[src/verilog/calc_pkg.sv]
package calc_pkg;

    // keypad matrix size
    parameter int NUM_ROWS = 4;             // rows, pulled up, read by scanner
    parameter int NUM_COLS = 4;             // columns, one driven low at a time

    // operator code carried with each key event
    typedef enum logic [2:0] {
        OP_NONE = 3'd0,                     // plain digit event
        OP_NEG  = 3'd1,                     // sign change of entry
        OP_ADD  = 3'd2,
        OP_SUB  = 3'd3,
        OP_MUL  = 3'd4
    } op_t;

    // key index is row * NUM_COLS + col
    parameter logic [3:0] KEY_EQUAL = 4'd12;   // equal flag
    parameter logic [3:0] KEY_BLANK = 4'd14;   // no meaning, raises nothing
    parameter logic [3:0] KEY_NEG   = 4'd15;   // sign change

endpackage
[src/verilog/key_event_if.sv]
`timescale 1ns/10ps

interface key_event_if;

    logic          read_input;      // event pending, scanner side
    logic          key_read;        // one-cycle take strobe, controller side
    logic [3:0]    keypad_input;    // digit 0..9
    calc_pkg::op_t operator_input;  // OP_NONE for digits
    logic          equal_input;     // equal key

    modport scanner (
        output read_input,
        output keypad_input,
        output operator_input,
        output equal_input,
        input  key_read
    );

    modport controller (
        input  read_input,
        input  keypad_input,
        input  operator_input,
        input  equal_input,
        output key_read
    );

endinterface

[src/verilog/keypad_calc_top.sv]
`timescale 1ns/10ps

module keypad_calc_top #(
    parameter int DEBOUNCE_CYCLES = 10,     // press and release steady time
    parameter int WIDTH           = 16      // calculator word
) (
    input  logic                          clk,
    input  logic                          nRST,
    input  logic [calc_pkg::NUM_ROWS-1:0] RowIn,
    output logic [calc_pkg::NUM_COLS-1:0] ColOut,
    output logic [WIDTH-1:0]              entry,
    output logic [WIDTH-1:0]              result,
    output logic                          result_valid
);

    key_event_if key_ev ();     // scanner to controller events

    input_control #(
        .DEBOUNCE_CYCLES(DEBOUNCE_CYCLES)
    ) u_input_control (
        .clk   (clk),
        .nRST  (nRST),
        .RowIn (RowIn),
        .ColOut(ColOut),
        .ev    (key_ev.scanner)
    );

    calc_core #(
        .WIDTH(WIDTH)
    ) u_calc_core (
        .clk         (clk),
        .nRST        (nRST),
        .ev          (key_ev.controller),
        .entry       (entry),
        .result      (result),
        .result_valid(result_valid)
    );

endmodule

[src/verilog/calc_core.sv]
`timescale 1ns/10ps

module calc_core #(
    parameter int WIDTH = 16
) (
    input  logic             clk,
    input  logic             nRST,
    key_event_if.controller  ev,
    output logic [WIDTH-1:0] entry,         // number being typed
    output logic [WIDTH-1:0] result,        // last equal value
    output logic             result_valid   // pulse with equal take
);

    logic [WIDTH-1:0] acc;          // left-to-right running value
    calc_pkg::op_t    pending;      // operator waiting for its rhs
    logic             accept;       // take event this edge
    logic [WIDTH-1:0] entry_x10;
    logic [WIDTH-1:0] step;         // acc after pending op

    // arithmetic wraps at WIDTH bits
    function automatic logic [WIDTH-1:0] apply_op(
        input calc_pkg::op_t    op,
        input logic [WIDTH-1:0] lhs,
        input logic [WIDTH-1:0] rhs
    );
        case (op)
            calc_pkg::OP_ADD: return lhs + rhs;
            calc_pkg::OP_SUB: return lhs - rhs;
            calc_pkg::OP_MUL: return lhs * rhs;
            default:          return rhs;       // no pending op, entry starts chain
        endcase
    endfunction

    assign accept    = ev.read_input && !ev.key_read;  // first cycle seen high
    assign entry_x10 = (entry << 3) + (entry << 1);    // entry * 10
    assign step      = apply_op(pending, acc, entry);

    always_ff @(posedge clk or negedge nRST) begin
        if (!nRST) begin
            ev.key_read  <= 1'b0;
            entry        <= '0;
            acc          <= '0;
            pending      <= calc_pkg::OP_NONE;
            result       <= '0;
            result_valid <= 1'b0;
        end else begin
            ev.key_read  <= accept;                     // exactly one cycle
            result_valid <= accept && ev.equal_input;
            if (accept) begin
                if (ev.equal_input) begin
                    acc     <= step;
                    result  <= step;                    // held until next equal
                    pending <= calc_pkg::OP_NONE;
                    entry   <= '0;
                end else begin
                    case (ev.operator_input)
                        calc_pkg::OP_NONE: begin
                            entry <= entry_x10 + WIDTH'(ev.keypad_input);  // append digit
                        end
                        calc_pkg::OP_NEG: begin
                            entry <= -entry;            // two's complement
                        end
                        default: begin
                            acc     <= step;            // fold entry into acc
                            pending <= ev.operator_input;
                            entry   <= '0;
                        end
                    endcase
                end
            end
        end
    end

endmodule

[src/verilog/input_control.sv]
`timescale 1ns/10ps

module input_control #(
    parameter int DEBOUNCE_CYCLES = 10
) (
    input  logic                          clk,
    input  logic                          nRST,
    input  logic [calc_pkg::NUM_ROWS-1:0] RowIn,    // pulled up, low when pressed
    output logic [calc_pkg::NUM_COLS-1:0] ColOut,   // active low column drive
    key_event_if.scanner                  ev
);

    localparam int COL_W = $clog2(calc_pkg::NUM_COLS);

    typedef enum logic [2:0] {
        SCAN,           // walk columns until a row drops
        WAIT_STABLE,    // press debounce
        CONFIRM,        // encode and decode key
        WAIT_EVENT,     // read_input up, wait key_read
        WAIT_RELEASE    // release debounce
    } state_t;

    state_t           state;
    state_t           next_state;
    logic [COL_W-1:0] col_index;    // column driven low
    logic             any_low;      // some row pulled low
    logic             timer_clear;
    logic             steady;
    logic [3:0]       key_idx;      // row * NUM_COLS + col
    logic [3:0]       dec_digit;
    calc_pkg::op_t    dec_op;
    logic             dec_equal;
    logic             dec_blank;    // key with no meaning

    assign any_low     = ~&RowIn;
    assign timer_clear = (state == SCAN);   // count starts with the press

    debounce_timer #(
        .DEBOUNCE_CYCLES(DEBOUNCE_CYCLES)
    ) u_debounce_timer (
        .clk   (clk),
        .nRST  (nRST),
        .clear (timer_clear),
        .level (any_low),
        .steady(steady)
    );

    always_comb begin
        ColOut            = '1;
        ColOut[col_index] = 1'b0;   // one column low at a time
    end

    // lowest low row wins, so walk rows from the top down
    always_comb begin
        key_idx = calc_pkg::KEY_BLANK;  // row gone, treat as blank
        for (int r = calc_pkg::NUM_ROWS - 1; r >= 0; r--) begin
            if (!RowIn[r]) begin
                key_idx = 4'(r * calc_pkg::NUM_COLS) + 4'(col_index);
            end
        end
    end

    always_comb begin
        dec_digit = 4'd0;
        dec_op    = calc_pkg::OP_NONE;
        dec_equal = 1'b0;
        dec_blank = 1'b0;
        case (key_idx)
            4'd0, 4'd1, 4'd2:    dec_digit = key_idx + 4'd1;    // 1 2 3
            4'd4, 4'd5, 4'd6:    dec_digit = key_idx;           // 4 5 6
            4'd8, 4'd9, 4'd10:   dec_digit = key_idx - 4'd1;    // 7 8 9
            4'd13:               dec_digit = 4'd0;
            4'd3:                dec_op    = calc_pkg::OP_ADD;
            4'd7:                dec_op    = calc_pkg::OP_SUB;
            4'd11:               dec_op    = calc_pkg::OP_MUL;
            calc_pkg::KEY_EQUAL: dec_equal = 1'b1;
            calc_pkg::KEY_NEG:   dec_op    = calc_pkg::OP_NEG;
            default:             dec_blank = 1'b1;              // key 14
        endcase
    end

    always_comb begin
        next_state = state;
        case (state)
            SCAN: begin
                if (any_low) next_state = WAIT_STABLE;      // hold column
            end
            WAIT_STABLE: begin
                if (steady) next_state = any_low ? CONFIRM : SCAN;  // high = glitch
            end
            CONFIRM: begin
                next_state = dec_blank ? WAIT_RELEASE : WAIT_EVENT;
            end
            WAIT_EVENT: begin
                if (ev.key_read) next_state = WAIT_RELEASE;
            end
            WAIT_RELEASE: begin
                if (steady && !any_low) next_state = SCAN;  // released long enough
            end
            default: next_state = SCAN;
        endcase
    end

    always_ff @(posedge clk or negedge nRST) begin
        if (!nRST) begin
            state         <= SCAN;
            col_index     <= '0;        // column 0 low after reset
            ev.read_input <= 1'b0;
        end else begin
            state <= next_state;
            if ((state == SCAN) && !any_low) begin
                col_index <= (col_index == COL_W'(calc_pkg::NUM_COLS - 1)) ?
                             '0 : col_index + 1'b1;
            end
            if ((state == CONFIRM) && !dec_blank) begin
                ev.read_input <= 1'b1;  // fields land on the same edge
            end else if ((state == WAIT_EVENT) && ev.key_read) begin
                ev.read_input <= 1'b0;
            end
        end
    end

    // event fields, held steady while read_input is up
    always_ff @(posedge clk) begin
        if (state == CONFIRM) begin
            ev.keypad_input   <= dec_digit;
            ev.operator_input <= dec_op;
            ev.equal_input    <= dec_equal;
        end
    end

endmodule

[src/verilog/debounce_timer.sv]
`timescale 1ns/10ps

module debounce_timer #(
    parameter int DEBOUNCE_CYCLES = 10
) (
    input  logic clk,
    input  logic nRST,
    input  logic clear,         // restart count, resample level
    input  logic level,         // any row low
    output logic steady         // level unchanged for DEBOUNCE_CYCLES
);

    localparam int CNT_W = $clog2(DEBOUNCE_CYCLES + 1);

    logic [CNT_W-1:0] count;        // saturating steady count
    logic             last_level;   // level seen at previous edge

    always_ff @(posedge clk or negedge nRST) begin
        if (!nRST) begin
            count      <= '0;
            last_level <= 1'b0;     // no key down after reset
        end else if (clear || (level != last_level)) begin
            count      <= '0;       // bounce or new phase restarts
            last_level <= level;
        end else if (count != CNT_W'(DEBOUNCE_CYCLES)) begin
            count      <= count + 1'b1;
        end
    end

    // level compare keeps a fresh edge from reading a stale full count
    assign steady = (count == CNT_W'(DEBOUNCE_CYCLES)) && (level == last_level);

endmodule

[config.mk]
export PLATFORM = sky130hd
export DESIGN_NAME = keypad_calc_top
export DESIGN_NICKNAME = d
export VERILOG_FILES = /design/src/verilog/calc_pkg.sv /design/src/verilog/key_event_if.sv /design/src/verilog/keypad_calc_top.sv /design/src/verilog/calc_core.sv /design/src/verilog/input_control.sv /design/src/verilog/debounce_timer.sv
export SDC_FILE = /design/constraint.sdc
export NUM_CORES = 1
export LEC_CHECK = 0
export BUFFER_PORTS_ARGS = -buffer_cell sky130_fd_sc_hd__buf_2
export CAP_MARGIN = 15
export CORE_MARGIN = 3
export CORE_UTILIZATION = 45
export DETAILED_ROUTE_END_ITERATION = 6
export GPL_ROUTABILITY_DRIVEN = 0
export GPL_TIMING_DRIVEN = 0
export HOLD_SLACK_MARGIN = 0.02
export PLACE_DENSITY = 0.64
export SYNTH_ARGS = -nofsm -noshare
export SYNTH_HDL_FRONTEND = slang
export SYNTH_SLANG_ARGS = --single-unit
[constraint.sdc]
create_clock -name clk -period 13.4 [get_ports clk]
set_clock_uncertainty 0.15 [all_clocks]
set_input_delay 2.68 -clock clk [delete_from_list [all_inputs] [get_ports clk]]
set_output_delay 2.68 -clock clk [all_outputs]
set_load 0.03 [all_outputs]
Word level (Yosys, flattened, before mapping)
Index checks and enable logic that the tools add are counted.

Input bits: 6. Output and inout port bits: 37. Bits in registers: 72. Logic and storage cells: 115.

Bitwise gates (word level): 1. Magnitude comparators: 2. $mul: 1. Multiplexer cells: 28. $add $sub $neg: 12. Reduce and logical (&&, ||, !) cells: 25. Eq/ne operators: 32.

Operators by type and width (number): $mux 16 (3); $pmux 16 s3 (1); $add 16x16->16 (2); $eq 4x4->1 const B (8); $pmux 16 s2 (1); $mux 4 (6); $mux 3 (7); $add 16x4->16 (1); $eq 4x3->1 const B (4); $mul 16x16->16 (1); $neg 16->16 (1); $sub 16x16->16 (1); $pmux 3 s5 (1); $reduce_or 15->1 (1); $eq 3x2->1 const B (4); $pmux 3 s4 (1); $pmux 4 s3 (1); $reduce_or 3->1 (3); $add 4x1->4 const B (2); $eq 4x2->1 const B (2); $logic_and 1x1->1 (8); $ne 2x1->1 const B (4); $reduce_and 4->1 (2); $eq 3x1->1 const B (2); 25 further kinds (34).

Longest topological paths before layout
Gate-level depths: netlist of run 1.

Depth in word-level cells: 9. Depth in mapped cells: 22. Gate-level depth less buffers: 20.

Hierarchy
From an unflattened synthesis of run 1, not the netlist that was laid out.

Cells, all modules: 1097. Area, all modules: 9396.5 um2.

Modules (own cells, without submodules): calc_core (area an instance 8221.6 um2, instances 1, cells each 981); input_control (area an instance 919.6 um2, instances 1, cells each 92); debounce_timer (area an instance 255.2 um2, instances 1, cells each 24).

Worst setup path before layout of run 1
OpenSTA, ideal clock, no wires.

Kind: flip-flop to flip-flop. From: register u_calc_core.entry[2]. To: register u_calc_core.acc[15]. Clock period less this slack: 6.036 ns. Setup time: 0.082 ns. Stages on the path, launching flop included: 20. Setup slack: 7.364 ns. Required time: 13.168 ns. Path buffers: 2. Arrival time: 5.804 ns. Path through: dfrtp_1 -> clkbuf_1 -> clkbuf_1 -> nand2_1 -> fa_1 -> fa_1 -> inv_1 -> fa_1 -> fa_1 -> inv_1 -> fa_1 -> fa_1 -> xor2_1 -> xnor2_1 -> xnor2_1 -> xnor2_1 -> xnor3_1 -> and3_1 -> o31a_1 -> a31oi_1.

Cells in the longest elaborated chain, start to end: 4. Elaborated cells on any way between the ends: 6. Those cells by class: 2 x add/sub; 1 x mul; 3 x mux.

RTL lines: start: declaration (RTL line calc_core.sv:9) `output logic [WIDTH-1:0] entry,`; start signal: assignment (RTL line calc_core.sv:58) `entry <= entry_x10 + WIDTH'(ev.keypad_input);`; start signal: assignment (RTL line calc_core.sv:61) `entry <= -entry;`; $mul 16x16->16 (tied with other cells) (RTL line calc_core.sv:29) `calc_pkg::OP_MUL: return lhs * rhs;`; $pmux 16 s3 * (RTL line calc_core.sv:26) `case (op)`; $mux 16 (RTL line calc_core.sv:56) `case (ev.operator_input)`; $mux 16 * (RTL line calc_core.sv:50) `if (ev.equal_input) begin`; end signal: assignment (RTL line calc_core.sv:51) `acc <= step;`; end signal: assignment (RTL line calc_core.sv:64) `acc <= step;`; end: declaration (RTL line calc_core.sv:14) `logic [WIDTH-1:0] acc;`.

Every way passes the cells marked *; elsewhere a longest branch is shown, timed or not. The select of a mux whose other input is x is not followed. A chain may end at the register's enable or synchronous reset.

Final worst setup path of run 1
Ends and elaborated chain as after synthesis.

==> impl_metrics.toml, run 1 <==
[status]
status = "finished, final reports clean"

[power]
p_leak_nw = 4.91
switching_share_pct = 44.4
p_per_area_nw_per_um2 = 114
p_comb_share_pct = 47.9
p_int_uw = 643
p_seq_share_pct = 28.1
switching_power_uw = 513
ir_drop_mv = 0.109
clkPwrFrac_pct = 24.0

[cells_and_area]
final_cell_mix = "inv_1 (136), nand2_1 (116), ha_1 (103), nor2_1 (87), fa_1 (83)"
antennaDiodeCount = 0
final_cell_count_no_fill = 1411
regArea_um2 = 1840
synthToLayoutAreaGrowth_pct = 9.49
nNetsFinal = 1333
final_cell_area_um2 = 10200
multi_input_area_um2 = 6700
final_common_cell = "inv_1"
n_fill_cell = 1942
drive_gt1_share_pct = 6.28

[grt]
track_usage_pct = 23.7
grt_pass1_vias = 7691
grt_max_degree = 65
grt_pass1_wl_um = 41100
gr-total-overflow = 0
antenna_found_initial = 0

[critical_path]
critPathLaunchType = "register"
arrival_ps = 7080
crit_fanout = 10
cp.required_ps = 13520
end_kind = "register"
worstSetupPathType = "register to register"

[clock_network]
clock_sinks = 72
cts.clk_slew.worst_paths_ps = 60
cts_tree = "yes"
cts_buffers = 9
cts_resized = 0
cts_buffer_depth = 2
post_cts_buffers = 0
htreeDepth = 3
clk_latency_ps = 350
root_buffer = "clkbuf_16"
cts.hold.buffers_added = 0

[synthesis]
synth_top_family_by_area = "adder cells"
synth-seq-area-share_pct = 19.9
syn-num-nets = 1281
ys_warn_count = 0
synth_fa_ha_area_share_pct = 31.8
synth_xor_area_share_pct = 7.14
ys_ff_latch = 72
netlist_area_um2 = 9270
synth_compound_area_share_pct = 13.6
ys_types = 64
synth_ff_type = "dfrtp_1"
syn_area_per_cell_um2 = 8.51
synth_edf_count = 8
synth-async-reset-ratio_pct = 88.9
synth.area.mux_share_pct = 0.661
syn_inst = 1089
yosys.area_share.simple_pct = 19.1

[route]
wirelength_um = 25300
wl_per_cell_um = 18.0
drc = 0
ant_nets = 0
via_per_inst = 5.52
firstDrtPassIters = 5
drtIter0Drc = 523
vias = 7787

[die]
die_x_um = 150
die_area_um2 = 22400
start_util_pct = 46.7
die_y_um = 150
ios = 43
std_cell_rows = 51
core_um2 = 19800

[timing]
worst_pin_slew_ps = 858
period_needed_ps = 6960
max-slew-margin-rel_pct = 42.8
fin_hold_ws_ps = 330
tns_ps = 0
setup_violations = 0
clock.fmax_ghz = 0.144
rsz0062_at_grt = "false"
slew_violations = 0
hold_viol = 0
fin_crit_sh_pct = 51.9

[job]
cap_violations = 0

[placed_design]
dp_hpwl_um = 19800
dp_cells = 1395
io_buffers = 41
placed_area_um2 = 9810

[hold_path]
hold_class = "register to register"
## kinds of logic after synthesis
logic type      count (synthesis)
simple gates                  364
compound gates                197
buf+inv                       190
fa+ha+maj                     186
xor+xnor                       74
flops                          72
mux                             6
## cells in the mapped netlist (7+ instances only)
master | instances | area, um2
a211oi_1 | 7 | 52.6
a21o_1 | 7 | 52.6
a21oi_1 | 49 | 245
a221oi_1 | 11 | 96.3
a22o_1 | 8 | 70.1
and2_1 | 73 | 457
and3_1 | 8 | 50.1
clkbuf_1 | 46 | 173
dfrtp_1 | 64 | 1600
edfxtp_1 | 8 | 240
fa_1 | 83 | 1660
ha_1 | 103 | 1290
inv_1 | 136 | 510
nand2_1 | 116 | 435
nand2b_1 | 14 | 87.6
nand3_1 | 12 | 60.1
nor2_1 | 87 | 327
nor3_1 | 20 | 100
o21a_1 | 8 | 60.1
o21ai_0 | 59 | 295
o31ai_1 | 7 | 52.6
xnor2_1 | 52 | 455
xor2_1 | 21 | 184
## power by group through the flow
| stage | clock, mW | sequential [mW] | combinational [mW] |
|---|---|---|---|
| 6_report | 0.278 | 0.325 | 0.553 |
| 5_1_grt | 0.291 | 0.330 | 0.616 |
| 4_1_cts | 0.280 | 0.324 | 0.550 |
| 3_5_place_dp | 0 | 0.328 | 0.546 |
| 3_3_place_gp | 0 | 0.328 | 0.540 |
| 2_1_floorplan | 0 | 0.344 | 0.374 |
## path summary, 6_finish.rpt
| kind | startpoint | to | slack (ps) | cells past startpoint |
|---|---|---|---|---|
| max | u_calc_core.entry[2]$_DFFE_PN0P_ | u_calc_core.acc[15]$_DFFE_PN0P_ | 6440 | 19 |
| min | u_calc_core.result[12]$_DFFE_PN0P_ | u_calc_core.result[12]$_DFFE_PN0P_ | 330 | 2 |
| max reg2reg | u_calc_core.entry[2]$_DFFE_PN0P_ | u_calc_core.acc[15]$_DFFE_PN0P_ | 6440 | 19 |
| min reg2reg | u_calc_core.result[12]$_DFFE_PN0P_ | u_calc_core.result[12]$_DFFE_PN0P_ | 330 | 2 |
| max in group asynchronous | nRST | u_calc_core.entry[10]$_DFFE_PN0P_ | 10250 | 1 |
| min in group asynchronous | nRST | u_input_control.col_index[0]$_DFFE_PN0P_ | 2280 | 1 |
## area by class of cell
type / instances / share of cell area (%)
Multi-Input combinational cell: 827 / 66.0
Sequential cell: 72 / 18.1
Inverter: 137 / 5.07
Tap cell: 265 / 3.27
Clock buffer: 11 / 2.50
Buffer: 53 / 2.10
Timing Repair Buffer: 41 / 2.05
Clock inverter: 5 / 0.850
## per-layer routing
metal	share of wire (%)	vias to the layer above	track usage (%)
li1	-	3712	-
met1	45	3765	33.0
met2	46	258	38.2
met3	6.1	52	3.24
met4	3.2	0	8.15
met5	0	-	0
## per-stage QoR
step | util [%] | setup WS (ps) | power, mW
final | 51.2 | 6440 | 1.16
after global routing | 51.2 | 6160 | 1.24
after CTS | 51.2 | 6470 | 1.15
after detailed placement | 49.4 | 6480 | 0.874
after global placement | 49.4 | 6540 | 0.868
after floorplan | - | 7360 | 0.718
## registers in the layout, indices dropped and copies added (netlist names)
signal,count
u_input_control.ev.operator_input,3
u_calc_core.pending,3
u_input_control.state,3
u_calc_core.ev.key_read,1
u_calc_core.result,16
u_input_control.u_debounce_timer.last_level,1
u_input_control.ev.read_input,1
u_input_control.ev.keypad_input,4
u_input_control.col_index,2
u_calc_core.result_valid,1
u_input_control.ev.equal_input,1
u_input_control.u_debounce_timer.count,4
u_calc_core.entry,16
u_calc_core.acc,16
## critical path, cell delays in order, from the launching register on
cell	delay, ps
dfrtp_1	550
clkbuf_1	560
clkbuf_1	500
nand2_1	150
fa_1	550
fa_1	440
fa_1	510
fa_1	500
inv_1	60
fa_1	540
inv_1	60
fa_1	530
inv_1	50
ha_1	350
a21o_1	200
a21o_1	200
o211ai_1	320
a21oi_1	120
o31a_1	330
a31oi_1	180
(Power assumes the default switching activity.)
==> run 2, diff against run 1 <==
--- a/config.mk
+++ b/config.mk
@@ -5,6 +5,7 @@
 export SDC_FILE = /design/constraint.sdc
 export NUM_CORES = 1
 export LEC_CHECK = 0
+export ABC_AREA = 1
 export BUFFER_PORTS_ARGS = -buffer_cell sky130_fd_sc_hd__buf_2
 export CAP_MARGIN = 15
 export CORE_MARGIN = 3
==> constraint.sdc (replaced) <==
create_clock -name clk -period 6.5 [get_ports clk]
set_clock_uncertainty 0.15 [all_clocks]
set_input_delay 1.3 -clock clk [delete_from_list [all_inputs] [get_ports clk]]
set_output_delay 1.3 -clock clk [all_outputs]
set_load 0.03 [all_outputs]
==> run 2 against run 1 <==
  * Area after synthesis grew 5.2%
  * Largest cell class unchanged
  * Clock power grew 94%
  * Sequential power grew 120%
==> impl_metrics.toml, run 2 <==
[timing]
clock.fmax_ghz = 0.164
worst_pin_slew_ps = 884
setup_violations = 0
setup_ws_ps = 384
fin_crit_sh_pct = 94.1
rsz0062_at_grt = "false"
max-slew-margin-rel_pct = 40.6
slew_violations = 0
hold_viol = 0
period_needed_ps = 6120

[cells_and_area]
synthToLayoutAreaGrowth_pct = 9.14
drive_gt1_share_pct = 7.62
final_cell_area_um2 = 10600
final_common_cell = "nand2_1"
final_cell_mix = "nand2_1 (429), inv_1 (300), ha_1 (103), fa_1 (83), o21ai_0 (74)"
largestRegisters = "u_calc_core.acc: 16 flops, u_calc_core.entry: 16 flops, u_calc_core.result: 16 flops"
fin_util_pct = 50.3
nNetsFinal = 1631
antennaDiodeCount = 0
final_cell_count_no_fill = 1719

[critical_path]
critPathLaunchType = "register"
end_kind = "register"
crit_start = "u_calc_core.entry[3]$_DFFE_PN0P_"
cp.required_ps = 6630
worstSetupPathType = "register to register"
rr_startpoint = "u_calc_core.entry[3]$_DFFE_PN0P_"
crit_fanout = 10
arrival_ps = 6240

[synthesis]
synth.area.top_cells = "fa_1 (17%), nand2_1 (17%), dfrtp_1 (16%)"
ys_warn_count = 0
synth-seq-area-share_pct = 18.9
synth_edf_count = 8
yosysMostFrequentCell = "nand2_1"
netlist_area_um2 = 9750
syn_area_per_cell_um2 = 7.01
synth_ff_type = "dfrtp_1"
yosysTopAreaCell = "fa_1"
synthTopCellsByCount = "nand2_1 (429), inv_1 (300), ha_1 (103)"
synth-async-reset-ratio_pct = 88.9
syn_inst = 1391
ys_types = 51
synth_top_area_share_pct = 17.0
syn-num-nets = 1583
ys_ff_latch = 72

[power]
p_leak_nw = 6.31
ir_drop_mv = 0.265
p_per_area_nw_per_um2 = 311

[placed_design]
io_buffers = 42
place_ws_ps = -29.2
placed_area_um2 = 10300
dp_cells = 1708
dp_hpwl_um = 21400

[hold_path]
worstHoldStart = "u_calc_core.result[14]$_DFFE_PN0P_"
hold_class = "register to register"

[grt]
grt_max_degree = 65
gr-total-overflow = 0
grt_pass1_wl_um = 43700
grt_pass1_vias = 8531
antenna_found_initial = 0
track_usage_pct = 23.0

[route]
drtIter0Drc = 581
wirelength_um = 26400
drc = 0
vias = 8888
via_per_inst = 5.17
ant_nets = 0
wl_per_cell_um = 15.3
firstDrtPassIters = 6

[die]
die_y_um = 153
die_area_um2 = 23500
std_cell_rows = 53
start_util_pct = 46.1
core_um2 = 21200
ios = 43
die_x_um = 153

[clock_network]
clock_sinks = 72
cts.clk_slew.worst_paths_ps = 60
clk_latency_ps = 340
cts_buffer_depth = 2
root_buffer = "clkbuf_16"
htreeDepth = 3
cts.hold.buffers_added = 0
cts_tree = "yes"
cts_buffers = 9

[job]
cap_violations = 0

[status]
status = "finished, final reports clean"
## run 2: cell types whose count changed after synthesis, sizes merged, moves of 11 or more
cell / previous run / this run
a221oi: 11 / 0
and2: 73 / 0
buf: 7 / 18
clkbuf: 46 / 25
inv: 136 / 303
nand2: 116 / 431
nand2b: 14 / 0
nand3: 12 / 56
nor2: 87 / 60
o21ai: 59 / 78
xnor2: 52 / 10
## run 2: per-stage QoR
step                      power (mW)  TNS [ps]  hold slack (ps)
after floorplan                 2.16         0              304
after global placement          2.72     -6.62              314
after detailed placement        2.74     -35.1              310
after CTS                       3.29         0              334
after global routing            3.60         0              356
final                           3.31         0              327
## run 2: area by class of cell
type | count | area, um2
clock inverters | 5 | 81.3
fillers | 2190 | 10500
clock buffers | 11 | 233
flip-flops and latches | 72 | 1850
repair buffers | 42 | 213
well taps | 275 | 344
plain buffers | 38 | 204
multi-input cells | 970 | 6570
inverters | 306 | 1150
## run 2: logic make-up (layout without fill, tap and decap cells)
logic type | Yosys count | after routing | synth area share [%]
AND/OR/NAND/NOR | 585 | 585 | 24.5
buffers and inverters | 349 | 402 | 13.8
AO/OA/AOI/OAI | 177 | 177 | 10.5
flip-flops | 72 | 72 | 18.9
multiplexers | 1 | 1 | 0.103
adder cells (fa/ha/maj) | 186 | 186 | 30.3
XOR/XNOR | 21 | 21 | 1.89
## run 2: metal layers
metal | vias up | share of wire (%) | global-route usage [%]
met4 | 0 | 1.8 | 6.41
met1 | 4206 | 45 | 32.1
met5 | - | 0 | 0
li1 | 4393 | - | -
met2 | 261 | 47 | 37.9
met3 | 28 | 6.4 | 2.60
## run 2: path summary, 6_finish.rpt
| check | endpoint | slack (ps) | depth (start not counted) |
|---|---|---|---|
| worst max-delay path | u_calc_core.result[15]$_DFFE_PN0P_ | 380 | 25 |
| worst min-delay path | u_calc_core.result[14]$_DFFE_PN0P_ | 330 | 2 |
| worst max register to register | u_calc_core.result[15]$_DFFE_PN0P_ | 380 | 25 |
| worst min register to register | u_calc_core.result[14]$_DFFE_PN0P_ | 330 | 2 |
| max in group asynchronous | u_calc_core.entry[4]$_DFFE_PN0P_ | 4680 | 1 |
| min in group asynchronous | u_calc_core.result[10]$_DFFE_PN0P_ | 910 | 1 |
## run 2: repair_timing
item                                    CTS  global route
buffers inserted                          0             0
endpoints found under the setup margin    4             8
pin swaps                                 0             1
gates resized for setup                   2            30
## run 2: worst max-delay path, cell delays in order, from the launching register on
cell,delay (ps)
dfrtp_1,430
clkbuf_4,230
clkbuf_4,220
nand2_1,70
inv_1,60
fa_1,480
inv_1,60
fa_1,550
inv_1,60
fa_1,490
fa_1,550
inv_1,50
fa_1,470
fa_1,600
inv_1,60
ha_1,350
a21oi_1,170
o21a_1,130
nand2_1,50
a31oi_1,270
inv_1,70
nand3_1,90
nand3_1,90
nand3_1,160
nand2_1,80
nand2_1,80
## run 2: report_power, final
part	leakage [nW]	internal [mW]	total [mW]	switching [mW]
logic	5.24	0.648	2.07	1.42
registers	0.926	0.583	0.702	0.119
clock network	0.150	0.337	0.539	0.202
==> run 3, diff against run 2 <==
--- a/config.mk
+++ b/config.mk
@@ -9,12 +9,12 @@
 export BUFFER_PORTS_ARGS = -buffer_cell sky130_fd_sc_hd__buf_2
 export CAP_MARGIN = 15
 export CORE_MARGIN = 3
-export CORE_UTILIZATION = 45
+export CORE_UTILIZATION = 64
 export DETAILED_ROUTE_END_ITERATION = 6
 export GPL_ROUTABILITY_DRIVEN = 0
 export GPL_TIMING_DRIVEN = 0
 export HOLD_SLACK_MARGIN = 0.02
-export PLACE_DENSITY = 0.64
+export PLACE_DENSITY = 0.85
 export SYNTH_ARGS = -nofsm -noshare
 export SYNTH_HDL_FRONTEND = slang
 export SYNTH_SLANG_ARGS = --single-unit
==> run 3 against run 2 <==
  * The run now ends with DRC left
  * Core utilization grew 21 points
  * Register-to-register slack lost 110 ps
  * Critical path depth grew 1
  * Sequential power is essentially flat
  * Via count grew 3.7%
  * Combinational power is essentially flat
  * Sequential share of layout area grew 0.12 points
  * Non-clock buffer count grew 3
  * Critical endpoint is now u_calc_core.acc[13]$_DFFE_PN0P_
==> impl_metrics.toml, run 3 (same netlist as run 2, synthesis figures left out) <==
[cells_and_area]
nNetsFinal = 1634
n_fill_cell = 1208
final_common_cell = "nand2_1"
final_cell_mix = "nand2_1 (429), inv_1 (300), ha_1 (103), fa_1 (83), o21ai_0 (74)"
drive_gt1_share_pct = 7.53
synthToLayoutAreaGrowth_pct = 8.24
largestRegisters = "u_calc_core.acc: 16 flops, u_calc_core.entry: 16 flops, u_calc_core.result: 16 flops"
final_cell_area_um2 = 10600
antennaDiodeCount = 0

[hold_path]
hold_class = "register to register"
worstHoldStart = "u_calc_core.result[6]$_DFFE_PN0P_"
hold_depth = 2
holdPathEnd = "u_calc_core.result[6]$_DFFE_PN0P_"

[timing]
worst_pin_slew_ps = 785
fin_crit_sh_pct = 95.8
period_needed_ps = 6230
rsz0062_at_grt = "false"
fin_hold_ws_ps = 331
setup_violations = 0
max-slew-margin-rel_pct = 47.3
tns_ps = 0
hold_viol = 0
clock.fmax_ghz = 0.161
slew_violations = 0

[critical_path]
crit_fanout = 10
worstPathBufferInverterCount = 7
r2r_setup_slack_ps = 270
critPathMaxStageDelay_ps = 560
crit_path_frequent_cell = "nand2_1"
critPathLaunchType = "register"
reg2regPathDepth = 26
cp_slowest_cell = "fa_1"
end_kind = "register"
arrival_ps = 6310
critical-path-top-delay-family = "adder cells"
worstSetupPathType = "register to register"
r2r-end = "u_calc_core.acc[13]$_DFFE_PN0P_"
rr_startpoint = "u_calc_core.entry[6]$_DFFE_PN0P_"
cp.required_ps = 6580

[clock_network]
post_cts_buffers = 0
cts_resized = 0
cts_buffer_depth = 2
clk_latency_ps = 340
htreeDepth = 3
cts_tree = "yes"
root_buffer = "clkbuf_16"
cts.hold.buffers_added = 0
cts.clk_slew.worst_paths_ps = 60
cts_buffers = 9
clock_sinks = 72

[power]
p_seq_share_pct = 21.2
power_mw = 3.32
p_leak_nw = 6.33
p_int_mw = 1.58
switching_power_mw = 1.74
ir_drop_mv = 0.449
clkPwrFrac_pct = 16.4
p_per_area_nw_per_um2 = 315
p_comb_share_pct = 62.4
switching_share_pct = 52.4

[die]
die_y_um = 129
die_area_um2 = 16800
die_x_um = 129
ios = 43
start_util_pct = 66.3
std_cell_rows = 44
core_um2 = 14700

[route]
drtIter0Drc = 839
wirelength_um = 26200
via_per_inst = 5.65
wl_per_cell_um = 16.1
vias = 9221
firstDrtPassIters = 7
ant_nets = 0
drc = 1

[grt]
grt_pass1_vias = 9015
grt_max_degree = 42
antenna_found_initial = 0
gr-total-overflow = 0
grt_pass1_wl_um = 42900
track_usage_pct = 32.5

[placed_design]
dp_hpwl_um = 20900
placed_area_um2 = 10200
io_buffers = 42

[status]
violations = "DRC"
status = "finished, violations left"

[job]
cap_violations = 0
-- run 3: through the flow --
stage	util (%)	instances	worst slack [ps]
6_report	71.8	1631	273
5_1_grt	71.8	1631	30.6
4_1_cts	71.7	1634	12.5
3_5_place_dp	69.5	1618	18.9
3_3_place_gp	69.3	1617	80.3
2_1_floorplan	-	1391	732
-- run 3: worst register-to-register path, cell delays in order (launching register included) --
cell      delay [ps]
dfrtp_1          540
clkbuf_2         340
nand2_1          130
inv_1             70
fa_1             530
inv_1             60
fa_1             490
fa_1             510
inv_1             40
ha_1             320
fa_1             560
inv_1             60
fa_1             540
inv_1             50
ha_1             320
nand2_1           70
o21ai_0          240
inv_1             60
nand2_1           90
nand2_1           80
nand2_1           70
a21oi_1           70
or2_2            270
nand3_1          100
nand3_1          190
nand2_1          110
nand2_1           50
-- run 3: per-layer routing --
metal | part of all wire [%] | global-route usage, % | wire length (um) | up-vias
met3 | 8.4 | 4.12 | 2210 | 109
met5 | 0 | 0 | 0 | -
met1 | 40 | 42.0 | 10400 | 4285
met4 | 4.8 | 14.2 | 1260 | 0
met2 | 47 | 55.4 | 12300 | 427
li1 | - | - | - | 4400
-- run 3: worst max path at each step --
stage | cells past startpoint | from | endpoint | slack (ps)
final | 26 | u_calc_core.entry[6]$_DFFE_PN0P_ | u_calc_core.acc[13]$_DFFE_PN0P_ | 270
after global placement | 22 | u_calc_core.entry[2]$_DFFE_PN0P_ | u_calc_core.result[14]$_DFFE_PN0P_ | 80
after detailed placement | 23 | u_calc_core.entry[2]$_DFFE_PN0P_ | u_calc_core.result[15]$_DFFE_PN0P_ | 20
after global routing | 26 | u_calc_core.entry[6]$_DFFE_PN0P_ | u_calc_core.acc[13]$_DFFE_PN0P_ | 30
after CTS | 23 | u_calc_core.entry[2]$_DFFE_PN0P_ | u_calc_core.result[15]$_DFFE_PN0P_ | 10
after floorplan | 22 | u_calc_core.entry[2]$_DFFE_PN0P_ | u_calc_core.acc[14]$_DFFE_PN0P_ | 730
-- run 3: area by class of cell --
type,count,area (um2),share of cell area [%]
clock buffers,11,243,2.30
inverters,306,1150,10.9
plain buffers,40,209,1.98
flip-flops and latches,72,1840,17.5
well taps,184,230,2.18
clock inverters,5,81.3,0.771
multi-input cells,970,6570,62.2
repair buffers,43,230,2.18
-- run 3: power groups by stage --
stage	Combinational [mW]	Clock [mW]	Sequential [mW]
3_3_place_gp	1.96	0	0.702
2_1_floorplan	1.41	0	0.754
6_report	2.07	0.544	0.703
4_1_cts	2.03	0.544	0.698
5_1_grt	2.30	0.561	0.714
3_5_place_dp	2.00	0	0.703
